==> config.mk <==
export PLATFORM = sky130hd
export DESIGN_NAME = agc_mem_unit
export DESIGN_NICKNAME = d
export VERILOG_FILES = /design/src/logic/agc_word_pkg.sv /design/src/logic/agc_mem_pkg.sv /design/src/logic/agc_reg_file.sv /design/src/logic/rom_bank_translate.sv /design/src/logic/ram_bank_translate.sv /design/src/logic/addr_translate.sv /design/src/logic/agc_mem_unit.sv
export SDC_FILE = /design/constraint.sdc
export NUM_CORES = 1
export LEC_CHECK = 0
export BUFFER_PORTS_ARGS = -buffer_cell sky130_fd_sc_hd__buf_4
export CAP_MARGIN = 10
export CORE_UTILIZATION = 30
export DETAILED_ROUTE_END_ITERATION = 7
export GPL_TIMING_DRIVEN = 0
export HOLD_SLACK_MARGIN = 0.08
export REMOVE_ABC_BUFFERS = 1
export SLEW_MARGIN = 20
export SYNTH_ARGS = -nofsm -noshare
export SYNTH_HDL_FRONTEND = slang
export SYNTH_SLANG_ARGS = --single-unit
export TNS_END_PERCENT = 1
==> constraint.sdc <==
create_clock -name clk -period 3 [get_ports clk]
set_input_delay 0.3 -clock clk [delete_from_list [all_inputs] [get_ports clk]]
set_output_delay 0.3 -clock clk [all_outputs]
set_load 0.1 [all_outputs]
==> src/logic/agc_word_pkg.sv <==
`default_nettype none

// Machine word and register file definitions
package agc_word_pkg;

  // 15-bit one's-complement word
  localparam int word_w = 15;

  typedef logic [word_w-1:0] word_t;

  // Register file targets
  // Encoding order matters to nothing outside the register file
  typedef enum logic [3:0] {
    A,
    L,
    Q,
    EB,
    FB,
    BB,
    ZERO,
    CYR,
    SR,
    CYL,
    SL,
    TIME1,
    TIME2
  } reg_sel_t;

  // Bank register layout within a word
  typedef struct packed {
    logic [2:0] fb;
    logic [2:0] eb;
    logic [8:0] low;
  } bank_fields_t;

  // Same word seen as data or as its bank fields
  typedef union packed {
    word_t        data;
    bank_fields_t fields;
  } bank_word_u;

endpackage

`default_nettype wire

==> src/logic/agc_mem_pkg.sv <==
`default_nettype none

// Memory map definitions for ROM and RAM banking
package agc_mem_pkg;

  localparam int soft_addr_w = 12;
  localparam int rom_addr_w  = 14;
  localparam int ram_addr_w  = 11;
  localparam int bank_w      = 3;

  typedef logic [soft_addr_w-1:0] soft_addr_t;
  typedef logic [rom_addr_w-1:0]  rom_addr_t;
  typedef logic [ram_addr_w-1:0]  ram_addr_t;
  typedef logic [bank_w-1:0]      bank_sel_t;

  // Lowest fixed ROM software address
  localparam soft_addr_t rom_fixed_base = 12'o4000;

  // Lowest ROM software address
  // Also one ROM bank, and the idle ROM address on RAM reads
  localparam soft_addr_t rom_window_base = 12'o2000;

  // First banked RAM software address
  localparam soft_addr_t ram_fixed_limit = 12'o1400;

  // One RAM bank
  localparam ram_addr_t ram_bank_size = 11'o0400;

  // Added instead of the bank table when EB bit 2 is set
  localparam ram_addr_t ram_high_offset = 11'o2000;

endpackage

`default_nettype wire

==> src/logic/agc_reg_file.sv <==
`timescale 1ns/10ps
`default_nettype none

// Central and special registers, two write and two read ports
module agc_reg_file (
  input  wire logic                   clk,
  input  wire logic                   rst_l,
  input  wire logic                   wr1_en,
  input  wire logic                   wr2_en,
  input  wire agc_word_pkg::reg_sel_t wr1_sel,
  input  wire agc_word_pkg::reg_sel_t wr2_sel,
  input  wire agc_word_pkg::reg_sel_t rs1_sel,
  input  wire agc_word_pkg::reg_sel_t rs2_sel,
  input  wire agc_word_pkg::word_t    wr1_data,
  input  wire agc_word_pkg::word_t    wr2_data,
  output agc_word_pkg::word_t         rs1_data,
  output agc_word_pkg::word_t         rs2_data,
  output agc_mem_pkg::bank_sel_t      bank_eb,
  output agc_mem_pkg::bank_sel_t      bank_fb
);

  import agc_word_pkg::*;
  import agc_mem_pkg::*;

  // Plain registers indexed by select code
  // Slots for EB, FB, BB and ZERO are never written
  word_t gpr_q [0:15];

  // Bank bits, shared by EB, FB and BB
  bank_sel_t eb_q;
  bank_sel_t fb_q;

  // Write data after the editing transform
  word_t wr1_edit;
  word_t wr2_edit;

  // Write data split into bank fields
  bank_word_u wr1_bank;
  bank_word_u wr2_bank;

  // Stored bank registers as read back
  bank_word_u eb_view;
  bank_word_u fb_view;
  bank_word_u bb_view;

  // Stored value per select code
  word_t view [0:15];

  // Targets held in gpr_q
  function automatic logic is_gpr(input reg_sel_t sel);
    case (sel)
      EB, FB, BB, ZERO: is_gpr = 1'b0;
      default:          is_gpr = 1'b1;
    endcase
  endfunction

  // Targets that carry EB bits
  function automatic logic has_eb(input reg_sel_t sel);
    has_eb = (sel == EB) || (sel == BB);
  endfunction

  // Targets that carry FB bits
  function automatic logic has_fb(input reg_sel_t sel);
    has_fb = (sel == FB) || (sel == BB);
  endfunction

  // Editing registers shift or rotate on the way in
  function automatic word_t edit_word(input reg_sel_t sel, input word_t d);
    case (sel)
      // Rotate right
      CYR:     edit_word = {d[0], d[word_w-1:1]};
      // Shift right, sign kept
      SR:      edit_word = {d[word_w-1], d[word_w-1:1]};
      // Rotate left
      CYL:     edit_word = {d[word_w-2:0], d[word_w-1]};
      // Shift left, zero fill
      SL:      edit_word = {d[word_w-2:0], 1'b0};
      default: edit_word = d;
    endcase
  endfunction

  assign wr1_edit = edit_word(wr1_sel, wr1_data);
  assign wr2_edit = edit_word(wr2_sel, wr2_data);

  assign wr1_bank.data = wr1_data;
  assign wr2_bank.data = wr2_data;

  always_ff @(posedge clk or negedge rst_l) begin
    if (!rst_l) begin
      for (int i = 0; i < 16; i++) begin
        gpr_q[i] <= '0;
      end
      eb_q <= '0;
      fb_q <= '0;
    end else begin
      // Port 1 first, so port 2 wins on a shared target
      if (wr1_en && is_gpr(wr1_sel)) begin
        gpr_q[wr1_sel] <= wr1_edit;
      end
      if (wr2_en && is_gpr(wr2_sel)) begin
        gpr_q[wr2_sel] <= wr2_edit;
      end
      // Bank writes touch only their own fields
      if (wr1_en && has_eb(wr1_sel)) begin
        eb_q <= wr1_bank.fields.eb;
      end
      if (wr2_en && has_eb(wr2_sel)) begin
        eb_q <= wr2_bank.fields.eb;
      end
      if (wr1_en && has_fb(wr1_sel)) begin
        fb_q <= wr1_bank.fields.fb;
      end
      if (wr2_en && has_fb(wr2_sel)) begin
        fb_q <= wr2_bank.fields.fb;
      end
    end
  end

  always_comb begin
    // Bank reads masked to their fields
    eb_view.fields = '{fb: '0, eb: eb_q, low: '0};
    fb_view.fields = '{fb: fb_q, eb: '0, low: '0};
    bb_view.fields = '{fb: fb_q, eb: eb_q, low: '0};

    for (int i = 0; i < 16; i++) begin
      view[i] = gpr_q[i];
    end
    view[EB]   = eb_view.data;
    view[FB]   = fb_view.data;
    view[BB]   = bb_view.data;
    view[ZERO] = '0;
  end

  // Forwarding order: port 2, then port 1, then storage
  // Forwarded data is raw, before any editing transform
  assign rs1_data = (wr2_en && wr2_sel == rs1_sel) ? wr2_data :
                    (wr1_en && wr1_sel == rs1_sel) ? wr1_data : view[rs1_sel];

  assign rs2_data = (wr2_en && wr2_sel == rs2_sel) ? wr2_data :
                    (wr1_en && wr1_sel == rs2_sel) ? wr1_data : view[rs2_sel];

  // Translator sees stored bank bits only
  assign bank_eb = eb_q;
  assign bank_fb = fb_q;

endmodule

`default_nettype wire

==> src/logic/rom_bank_translate.sv <==
`timescale 1ns/10ps
`default_nettype none

// Software address to physical ROM address
module rom_bank_translate (
  input  wire agc_mem_pkg::soft_addr_t soft_addr,
  input  wire agc_mem_pkg::bank_sel_t  bank,
  output agc_mem_pkg::rom_addr_t       rom_addr
);

  import agc_mem_pkg::*;

  logic       is_fixed;
  soft_addr_t fixed_addr;
  rom_addr_t  bank_offset;
  rom_addr_t  banked_addr;

  // Fixed ROM sits at the top of the software space
  assign is_fixed   = soft_addr >= rom_fixed_base;
  assign fixed_addr = soft_addr - rom_fixed_base;

  // Bank number times one bank, by table
  always_comb begin
    case (bank)
      3'd0:    bank_offset = 14'o00000;
      3'd1:    bank_offset = 14'o02000;
      3'd2:    bank_offset = 14'o04000;
      3'd3:    bank_offset = 14'o06000;
      3'd4:    bank_offset = 14'o10000;
      3'd5:    bank_offset = 14'o12000;
      3'd6:    bank_offset = 14'o14000;
      default: bank_offset = 14'o16000;
    endcase
  end

  // Banked window lands above the fixed image
  assign banked_addr = rom_addr_t'(soft_addr) + rom_addr_t'(rom_window_base) + bank_offset;

  assign rom_addr = is_fixed ? rom_addr_t'(fixed_addr) : banked_addr;

endmodule

`default_nettype wire

==> src/logic/ram_bank_translate.sv <==
`timescale 1ns/10ps
`default_nettype none

// Software address to physical RAM address
module ram_bank_translate (
  input  wire agc_mem_pkg::soft_addr_t soft_addr,
  input  wire agc_mem_pkg::bank_sel_t  bank,
  output agc_mem_pkg::ram_addr_t       ram_addr
);

  import agc_mem_pkg::*;

  logic      is_fixed;
  ram_addr_t low_addr;
  ram_addr_t table_offset;
  ram_addr_t bank_offset;

  // Fixed RAM below the banked window
  assign is_fixed = soft_addr < ram_fixed_limit;
  assign low_addr = soft_addr[ram_addr_w-1:0];

  // Low two bank bits pick a bank, no multiplier
  always_comb begin
    case (bank[1:0])
      2'd0:    table_offset = '0;
      2'd1:    table_offset = ram_bank_size;
      2'd2:    table_offset = ram_bank_size << 1;
      default: table_offset = (ram_bank_size << 1) + ram_bank_size;
    endcase
  end

  // Bit 2 overrides the table
  assign bank_offset = bank[2] ? ram_high_offset : table_offset;

  // Sum wraps at 11 bits
  assign ram_addr = is_fixed ? low_addr : low_addr + bank_offset;

endmodule

`default_nettype wire

==> src/logic/addr_translate.sv <==
`timescale 1ns/10ps
`default_nettype none

// Program counter, read and write address translation
module addr_translate (
  input  wire agc_mem_pkg::soft_addr_t addr_pc,
  input  wire agc_mem_pkg::soft_addr_t addr_r,
  input  wire agc_mem_pkg::soft_addr_t addr_w,
  input  wire agc_mem_pkg::bank_sel_t  bank_eb,
  input  wire agc_mem_pkg::bank_sel_t  bank_fb,
  input  wire logic                    write_req,
  output agc_mem_pkg::rom_addr_t       addr_rom_pc,
  output agc_mem_pkg::rom_addr_t       addr_rom_r,
  output agc_mem_pkg::ram_addr_t       addr_ram_r,
  output agc_mem_pkg::ram_addr_t       addr_ram_w,
  output logic                         ram_write_en
);

  import agc_mem_pkg::*;

  rom_addr_t rom_r_raw;
  ram_addr_t ram_r_raw;
  logic      read_is_rom;
  logic      write_is_ram;

  // Instruction fetch always from ROM
  rom_bank_translate u_rom_pc (
    .soft_addr (addr_pc),
    .bank      (bank_fb),
    .rom_addr  (addr_rom_pc)
  );

  // Both read views computed, region picks one
  rom_bank_translate u_rom_r (
    .soft_addr (addr_r),
    .bank      (bank_fb),
    .rom_addr  (rom_r_raw)
  );

  ram_bank_translate u_ram_r (
    .soft_addr (addr_r),
    .bank      (bank_eb),
    .ram_addr  (ram_r_raw)
  );

  ram_bank_translate u_ram_w (
    .soft_addr (addr_w),
    .bank      (bank_eb),
    .ram_addr  (addr_ram_w)
  );

  assign read_is_rom  = addr_r >= rom_window_base;
  assign write_is_ram = addr_w < rom_window_base;

  // Unused region parked at its lowest address
  assign addr_rom_r = read_is_rom ? rom_r_raw : rom_addr_t'(rom_window_base);
  assign addr_ram_r = read_is_rom ? '0 : ram_r_raw;

  // ROM is read only
  assign ram_write_en = write_is_ram ? write_req : 1'b0;

endmodule

`default_nettype wire

==> src/logic/agc_mem_unit.sv <==
`timescale 1ns/10ps
`default_nettype none

// Register file and memory banking front end
module agc_mem_unit (
  input  wire logic                    clk,
  input  wire logic                    rst_l,
  input  wire logic                    wr1_en,
  input  wire logic                    wr2_en,
  input  wire agc_word_pkg::reg_sel_t  wr1_sel,
  input  wire agc_word_pkg::reg_sel_t  wr2_sel,
  input  wire agc_word_pkg::reg_sel_t  rs1_sel,
  input  wire agc_word_pkg::reg_sel_t  rs2_sel,
  input  wire agc_word_pkg::word_t     wr1_data,
  input  wire agc_word_pkg::word_t     wr2_data,
  output agc_word_pkg::word_t          rs1_data,
  output agc_word_pkg::word_t          rs2_data,
  input  wire agc_mem_pkg::soft_addr_t addr_pc,
  input  wire agc_mem_pkg::soft_addr_t addr_r,
  input  wire agc_mem_pkg::soft_addr_t addr_w,
  input  wire logic                    write_req,
  output agc_mem_pkg::rom_addr_t       addr_rom_pc,
  output agc_mem_pkg::rom_addr_t       addr_rom_r,
  output agc_mem_pkg::ram_addr_t       addr_ram_r,
  output agc_mem_pkg::ram_addr_t       addr_ram_w,
  output logic                         ram_write_en
);

  import agc_mem_pkg::*;

  // Stored bank bits, one cycle behind a bank write
  bank_sel_t bank_eb;
  bank_sel_t bank_fb;

  agc_reg_file u_reg_file (
    .clk      (clk),
    .rst_l    (rst_l),
    .wr1_en   (wr1_en),
    .wr2_en   (wr2_en),
    .wr1_sel  (wr1_sel),
    .wr2_sel  (wr2_sel),
    .rs1_sel  (rs1_sel),
    .rs2_sel  (rs2_sel),
    .wr1_data (wr1_data),
    .wr2_data (wr2_data),
    .rs1_data (rs1_data),
    .rs2_data (rs2_data),
    .bank_eb  (bank_eb),
    .bank_fb  (bank_fb)
  );

  // Purely combinational, no clock needed
  addr_translate u_addr_translate (
    .addr_pc      (addr_pc),
    .addr_r       (addr_r),
    .addr_w       (addr_w),
    .bank_eb      (bank_eb),
    .bank_fb      (bank_fb),
    .write_req    (write_req),
    .addr_rom_pc  (addr_rom_pc),
    .addr_rom_r   (addr_rom_r),
    .addr_ram_r   (addr_ram_r),
    .addr_ram_w   (addr_ram_w),
    .ram_write_en (ram_write_en)
  );

endmodule

`default_nettype wire

=== Word level (Yosys, flattened, before mapping) ===
Cells that the tools add are included.

* Register bits: 246
* Bits of input ports: 87
* Output and inout bits: 81
* Logic and storage cells: 128

* Add/subtract/negate cells: 8
* $lt $le $gt $ge: 12
* Equality and inequality tests: 28
* Mux-type cells: 36
* Bitwise operators: 4
* Reduce and logical (&&, ||, !) cells: 22

{| class="wikitable"
|+ Operators with widths
! kind !! number
|-
| $bwmux W240 || 2
|-
| $mux W240 || 2
|-
| $mux W15 || 10
|-
| $bmux W15 S4 || 2
|-
| $demux W15 S4 || 2
|-
| $pmux W15 S4 || 2
|-
| $pmux W13 S7 || 1
|-
| $mux W11 || 4
|-
| $mux W14 || 3
|-
| $eq A4 B3 Y1 const B || 8
|-
| $pmux W10 S3 || 1
|-
| $add A12 B11 Y13 const B || 2
|-
| $eq A4 B4 Y1 const B || 6
|-
| $ge A12 B12 Y1 const B || 2
|-
| $lt A12 B10 Y1 const B || 2
|-
| $sub A12 B12 Y12 const B || 2
|-
| $add A11 B11 Y11 || 2
|-
| $ge A5 B5 Y1 const B || 4
|-
| $not A4 Y5 || 4
|-
| $eq A4 B4 Y1 || 4
|-
| $add A13 B13 Y14 || 1
|-
| $add A13 B14 Y14 || 1
|-
| $ge A12 B11 Y1 const B || 1
|-
| $logic_and A1 B1 Y1 || 12
|-
| 15 further kinds || 30
|}

=== Logic depth before layout (Yosys ltp) ===
* Word-level depth: 9
* Mapped depth: 10
* Gate-level depth less buffers: 7

=== By module ===
A second synthesis with hierarchy kept.

* Cell total of the unflattened synthesis: 1605
* Area total of the unflattened synthesis: 14133.6 µm²

{| class="wikitable"
|+ Modules (own cells, without submodules)
! module !! instances !! cells an instance !! area an instance (µm²) !! sequential area each (µm²)
|-
| agc_reg_file || 1 || 1481 || 13123.8 || 4654.5
|-
| rom_bank_translate || 2 || 24 || 178.9 || 0.0
|-
| addr_translate || 1 || 32 || 326.6 || 0.0
|-
| ram_bank_translate || 2 || 22 || 162.7 || 0.0
|}

=== Worst setup path after synthesis ===
No wires, ideal clock.

* Path kind: input to output
* Start: input rs2_sel[2]
* End: output rs2_data[11]
* Arrival time: 3.537 ns
* Required time: 2.700 ns
* Path slack: -0.837 ns
* Cell stages on the path: 8
* Buffers on the path: 4
* Cell sequence: clkbuf_1 > buf_2 > buf_2 > clkbuf_1 > nand3_1 > nand2_1 > nor3_1 > o21ai_0

* Cells in the longest elaborated chain, start to end: 6
* Elaborated cells between the ends (all ways): 10
* Classes of those cells: 2 x eq/ne; 5 x mux; 1 x bitwise; 2 x reduce/logical

{| class="wikitable"
|+ RTL lines
! what !! line !! RTL
|-
| start: declaration || agc_mem_unit.sv:13 || <nowiki>input wire agc_word_pkg::reg_sel_t rs2_sel,</nowiki>
|-
| $not A4 Y5 (not written as such) || agc_reg_file.sv:140 || <nowiki>(wr1_en && wr1_sel == rs2_sel) ? wr1_data : view[rs2_sel];</nowiki>
|-
| $bmux W15 S4 || agc_reg_file.sv:140 ||
|-
| $mux W15 (not written as such) (2 in series) || agc_reg_file.sv:140 ||
|-
| $mux W15 || agc_reg_file.sv:140 ||
|-
| $mux W15 (*) || agc_reg_file.sv:139 || <nowiki>assign rs2_data = (wr2_en && wr2_sel == rs2_sel) ? wr2_data :</nowiki>
|-
| end: declaration || agc_mem_unit.sv:17 || <nowiki>output agc_word_pkg::word_t rs2_data,</nowiki>
|}

Every way passes the cells marked *; elsewhere a longest branch is shown, timed or not. The select of a mux whose other input is x is not followed.

=== Worst setup path in the final report ===
* Start: input wr2_sel[3]
* End: register u_reg_file.gpr_q[202] (netlist bit)

* Cells in the longest elaborated chain, start to end: 7
* Elaborated cells between the ends (all ways): 20
* Classes of those cells: 2 x order compare; 8 x eq/ne; 6 x mux; 1 x bitwise; 3 x reduce/logical

{| class="wikitable"
|+ RTL lines
! what !! line !! RTL
|-
| start: declaration || agc_mem_unit.sv:11 || <nowiki>input wire agc_word_pkg::reg_sel_t wr2_sel,</nowiki>
|-
| $not A4 Y5 (not written as such) || agc_reg_file.sv:101 || <nowiki>gpr_q[wr2_sel] <= wr2_edit;</nowiki>
|-
| $ge A5 B5 Y1 (not written as such) or $lt A5 B1 Y1 (tied branches) || agc_reg_file.sv:101 ||
|-
| $logic_and A1 B1 Y1 (not written as such) || agc_reg_file.sv:101 ||
|-
| $mux W15 (not written as such) || agc_reg_file.sv:101 ||
|-
| $demux W15 S4 || agc_reg_file.sv:101 ||
|-
| $bwmux W240 || agc_reg_file.sv:101 ||
|-
| $mux W240 (*) || agc_reg_file.sv:100 || <nowiki>if (wr2_en && is_gpr(wr2_sel)) begin</nowiki>
|-
| end signal: indexed assignment || agc_reg_file.sv:98 || <nowiki>gpr_q[wr1_sel] <= wr1_edit;</nowiki>
|-
| end signal: indexed assignment || agc_reg_file.sv:101 ||
|-
| end: declaration || agc_reg_file.sv:27 || <nowiki>word_t gpr_q [0:15];</nowiki>
|}

Every way passes the cells marked *; elsewhere a longest branch is shown, timed or not.
A chain may end at the register's enable or synchronous reset.

==> flow_metrics.py <==
metrics = {
    "setup_path": {
        "end_kind": "register",
        "crit_start": "wr2_sel[3]",
        "reg2reg_from": "u_reg_file.bank_fb[0]",
        "path_max_fanout": 14,
        "crit_path_cell_trace": "buf_4 -> nor2b_1 -> a22o_1 -> nor2_2 -> a21oi_1 -> o22ai_1",
        "cp.required_ns": 3.28,
        "crit_buf_inv": 1,
        "cp-start-kind": "input port",
        "cp.arrival_ns": 3.42,
        "crit_family": "compound AO/OA/AOI/OAI gates",
        "max_stage_delay_ns": 0.91,
        "crit_slowest_cell": "a21oi_1",
        "path_class": "input port to register",
    },
    "drt": {
        "vias": 13700,
        "vias_per_cell": 6.29,
        "first_pass_iters": 6,
        "drtAntennaViolNets": 0,
        "drt_iter0_drc": 1819,
        "routed_wirelength_mm": 55.6,
        "drc": 0,
        "wl_per_cell_um": 25.5,
    },
    "global_route": {
        "grt_pass1_wl_mm": 82.8,
        "grt_pass1_vias": 13100,
        "grt-ovfl-total": 0,
        "gr-usage-all-layers_pct": 23.2,
        "antenna_found_initial": 1,
        "grt_max_degree": 87,
    },
    "timing": {
        "fin_crit_sh_pct": 105,
        "slew_headroom_pct": 22.3,
        "max_freq_mhz": 319,
        "slew_viol_final": 0,
        "finalSetupTns_ns": -4.50,
        "hold_violations": 0,
        "tightest_slew_ns": 1.16,
        "setup_ws_ns": -0.138,
        "setup-violations-final": 79,
        "rsz0062_at_grt": "true",
        "period_needed_ns": 3.14,
        "skew_ns": 0,
    },
    "clock_network": {
        "cts_tree": "done",
        "h-tree-depth": 4,
        "clk_pin_slew_ns": 0.08,
        "clock-sinks": 186,
        "numCtsBuffers": 17,
        "cts-root-buf": "clkbuf_16",
        "cts_buffer_depth": 2,
        "clkLatencyLatePin_ns": 0.45,
    },
    "run_status": {
        "failed_checks": "setup timing",
        "status": "finished, violations left",
    },
    "floorplanning": {
        "die_x_um": 217,
        "coreArea_um2": 45600,
        "dieArea_um2": 47200,
        "rows": 78,
        "top_level_ports": 168,
        "die_h_um": 217,
        "start_util_pct": 30.5,
    },
    "power_and_ir_drop": {
        "p_per_area_nw_per_um2": 638,
        "p_int_mw": 5.87,
        "p_clk_share_pct": 23.1,
        "seq_power_share_pct": 36.5,
        "p_leak_nw": 6.57,
        "max-vdd-ir-drop_mv": 0.407,
        "swShare_pct": 42.1,
        "p_comb_share_pct": 40.4,
        "p_switching_mw": 4.27,
    },
    "synth": {
        "synth.avg_cell_area_um2": 8.80,
        "synth_ff_type": "dfrtp_1",
        "async_flop_share_pct": 100,
        "syn_area_um2": 13900,
        "seq_area_frac_synth_pct": 33.5,
        "ys_seq_elements": 186,
        "netlist-cell-type-count": 68,
        "yosysWarnings": 0,
        "synth_edf_count": 0,
        "synthCells": 1580,
    },
    "min_path": {
        "hold_path_startpoint": "wr2_data[14]",
        "hold_path_class": "input port to register",
    },
    "placement": {
        "gp_congestion": 0.883,
        "dp_hpwl_mm": 35.3,
        "post-place-ws_ns": -0.552,
        "port_buffers": 131,
    },
    "final_layout": {
        "fin_nets": 1664,
        "syn_to_final_growth_pct": 14.3,
        "post-route-util_pct": 34.9,
        "n_antenna_cell": 0,
        "layout-drive-gt1-share_pct": 20.0,
    },
    "job": {
        "drv_cap": 0,
    },
}
[cell usage in the layout, fill, tap and decap left out, types with 6 or more instances in the layout]
cell type | Yosys | layout
a211oi_1 | 9 | 9
a21o_1 | 61 | 61
a21oi_1 | 46 | 42
a221o_1 | 6 | 6
a221oi_1 | 16 | 14
a221oi_2 | 9 | 11
a22o_1 | 23 | 23
a22oi_1 | 6 | 6
a31oi_1 | 11 | 11
and2_1 | 95 | 96
and3_1 | 22 | 20
buf_12 | 0 | 6
buf_4 | 22 | 136
clkbuf_16 | 0 | 17
dfrtp_1 | 186 | 186
ha_1 | 8 | 8
inv_1 | 33 | 33
mux2_2 | 17 | 17
mux2i_1 | 45 | 45
mux4_2 | 53 | 53
nand2_1 | 43 | 38
nand2b_1 | 16 | 14
nand3_1 | 23 | 16
nand3_2 | 0 | 6
nand3b_1 | 9 | 9
nand4_1 | 11 | 11
nor2_1 | 83 | 76
nor2_4 | 0 | 6
nor2b_1 | 30 | 28
nor3_1 | 18 | 14
o21ai_0 | 275 | 275
o21ai_1 | 8 | 8
o221ai_1 | 8 | 8
o22ai_1 | 142 | 142
or3_1 | 8 | 8
xnor2_1 | 8 | 8
xor2_1 | 13 | 12
[final timing paths]
kind                       slack, ns                    end  cells past startpoint
max                            -0.14  u_reg_file.gpr_q[202]                      6
min reg2reg                     0.57   u_reg_file.gpr_q[75]                      1
min                             0.13  u_reg_file.bank_fb[2]                      3
min in group asynchronous       0.26  u_reg_file.gpr_q[211]                      2
max in group asynchronous       2.02   u_reg_file.gpr_q[56]                      3
max reg2reg                     1.97  u_reg_file.bank_fb[0]                      4
[sequential cells by signal, summed over array words and instances, names as in the netlist]
register and cells:
u_reg_file.gpr_q 180, u_reg_file.bank_eb 3, u_reg_file.bank_fb 3
[synthesized netlist by cell type (5+ instances only)]
| master | count | share of area [%] |
|---|---|---|
| a211oi_1 | 9 | 0.49 |
| a21o_1 | 61 | 3.3 |
| a21oi_1 | 46 | 1.7 |
| a221o_1 | 6 | 0.43 |
| a221oi_1 | 16 | 1.0 |
| a221oi_2 | 9 | 0.97 |
| a22o_1 | 23 | 1.4 |
| a22oi_1 | 6 | 0.32 |
| a31oi_1 | 11 | 0.49 |
| and2_1 | 95 | 4.3 |
| and3_1 | 22 | 0.99 |
| buf_1 | 8 | 0.22 |
| buf_2 | 65 | 2.3 |
| buf_4 | 22 | 1.2 |
| clkbuf_1 | 92 | 2.5 |
| dfrtp_1 | 186 | 33 |
| ha_1 | 8 | 0.72 |
| inv_1 | 33 | 0.89 |
| mux2_2 | 17 | 1.4 |
| mux2i_1 | 45 | 3.2 |
| mux4_2 | 53 | 8.6 |
| nand2_1 | 43 | 1.2 |
| nand2b_1 | 16 | 0.72 |
| nand3_1 | 23 | 0.83 |
| nand3b_1 | 9 | 0.49 |
| nand4_1 | 11 | 0.49 |
| nor2_1 | 83 | 2.2 |
| nor2b_1 | 30 | 1.3 |
| nor3_1 | 18 | 0.65 |
| o211ai_1 | 5 | 0.27 |
| o21ai_0 | 275 | 9.9 |
| o21ai_1 | 8 | 0.29 |
| o221ai_1 | 8 | 0.50 |
| o22ai_1 | 142 | 6.4 |
| or3_1 | 8 | 0.36 |
| xnor2_1 | 8 | 0.50 |
| xor2_1 | 13 | 0.82 |
[worst register-to-register path, stage by stage (launching register included)]
cell	delay [ns]
dfrtp_1	0.39
inv_1	0.18
nor2_1	0.08
a21oi_1	0.12
o21ai_0	0.11
[repair_timing]
item / in CTS / in global routing
pin swaps: 1 / 0
hold buffers: 1 / 0
resized for setup: 15 / 10
endpoints found under the setup margin: 30 / 159
endpoints found under the hold margin: 186 / 0
buffers inserted: 2 / 0
[cells by family after synthesis]
group	after synthesis	share of synthesized area (%)
buffers and inverters	226	7.50
multiplexers	115	13.2
AO/OA/AOI/OAI	642	28.5
XOR/XNOR	21	1.32
adder cells (fa/ha/maj)	12	1.30
AND/OR/NAND/NOR	378	14.7
flip-flops	186	33.5
[metal layers]
layer  up-vias  share of wire [%]  routed length, µm  global-route usage, %
met3       142                 13               7130                   6.15
met2      1009                 42              23500                   33.9
met1      6725                 41              23000                   32.6
met4         2                3.4               1910                   8.66
li1       5832                  -                  -                      -
met5         -              0.018                 10                      0
[final cells by class]
| type | instances | area [µm²] |
|---|---|---|
| multi-input combinational | 1168 | 8400 |
| sequential | 186 | 4650 |
| clock buffer | 20 | 447 |
| fill | 4598 | 29700 |
| clock inverter | 12 | 130 |
| inverter | 34 | 131 |
| timing repair buffer | 158 | 1380 |
| tap | 600 | 751 |
[power groups by stage]
stage	registers (mW)	clock network [mW]	logic (mW)
detailed placement	3.70	0	4.01
global route	3.77	2.44	4.37
CTS	3.67	2.35	4.03
finish	3.70	2.34	4.09
floorplan	3.53	0	2.96
global placement	3.67	0	3.89
[metrics by stage]
stage | power [mW] | cell area, µm² | cells | hold WS [ns]
finish | 10.1 | 15900 | 2178 | 0.133
global route | 10.6 | 15900 | 2178 | 0.155
CTS | 10.0 | 15800 | 2177 | 0.114
detailed placement | 7.71 | 15200 | 2142 | 0.145
global placement | 7.56 | 14700 | 2119 | 0.524
floorplan | 6.49 | 13000 | 1388 | 0.00441
(Power assumes the default switching activity.)
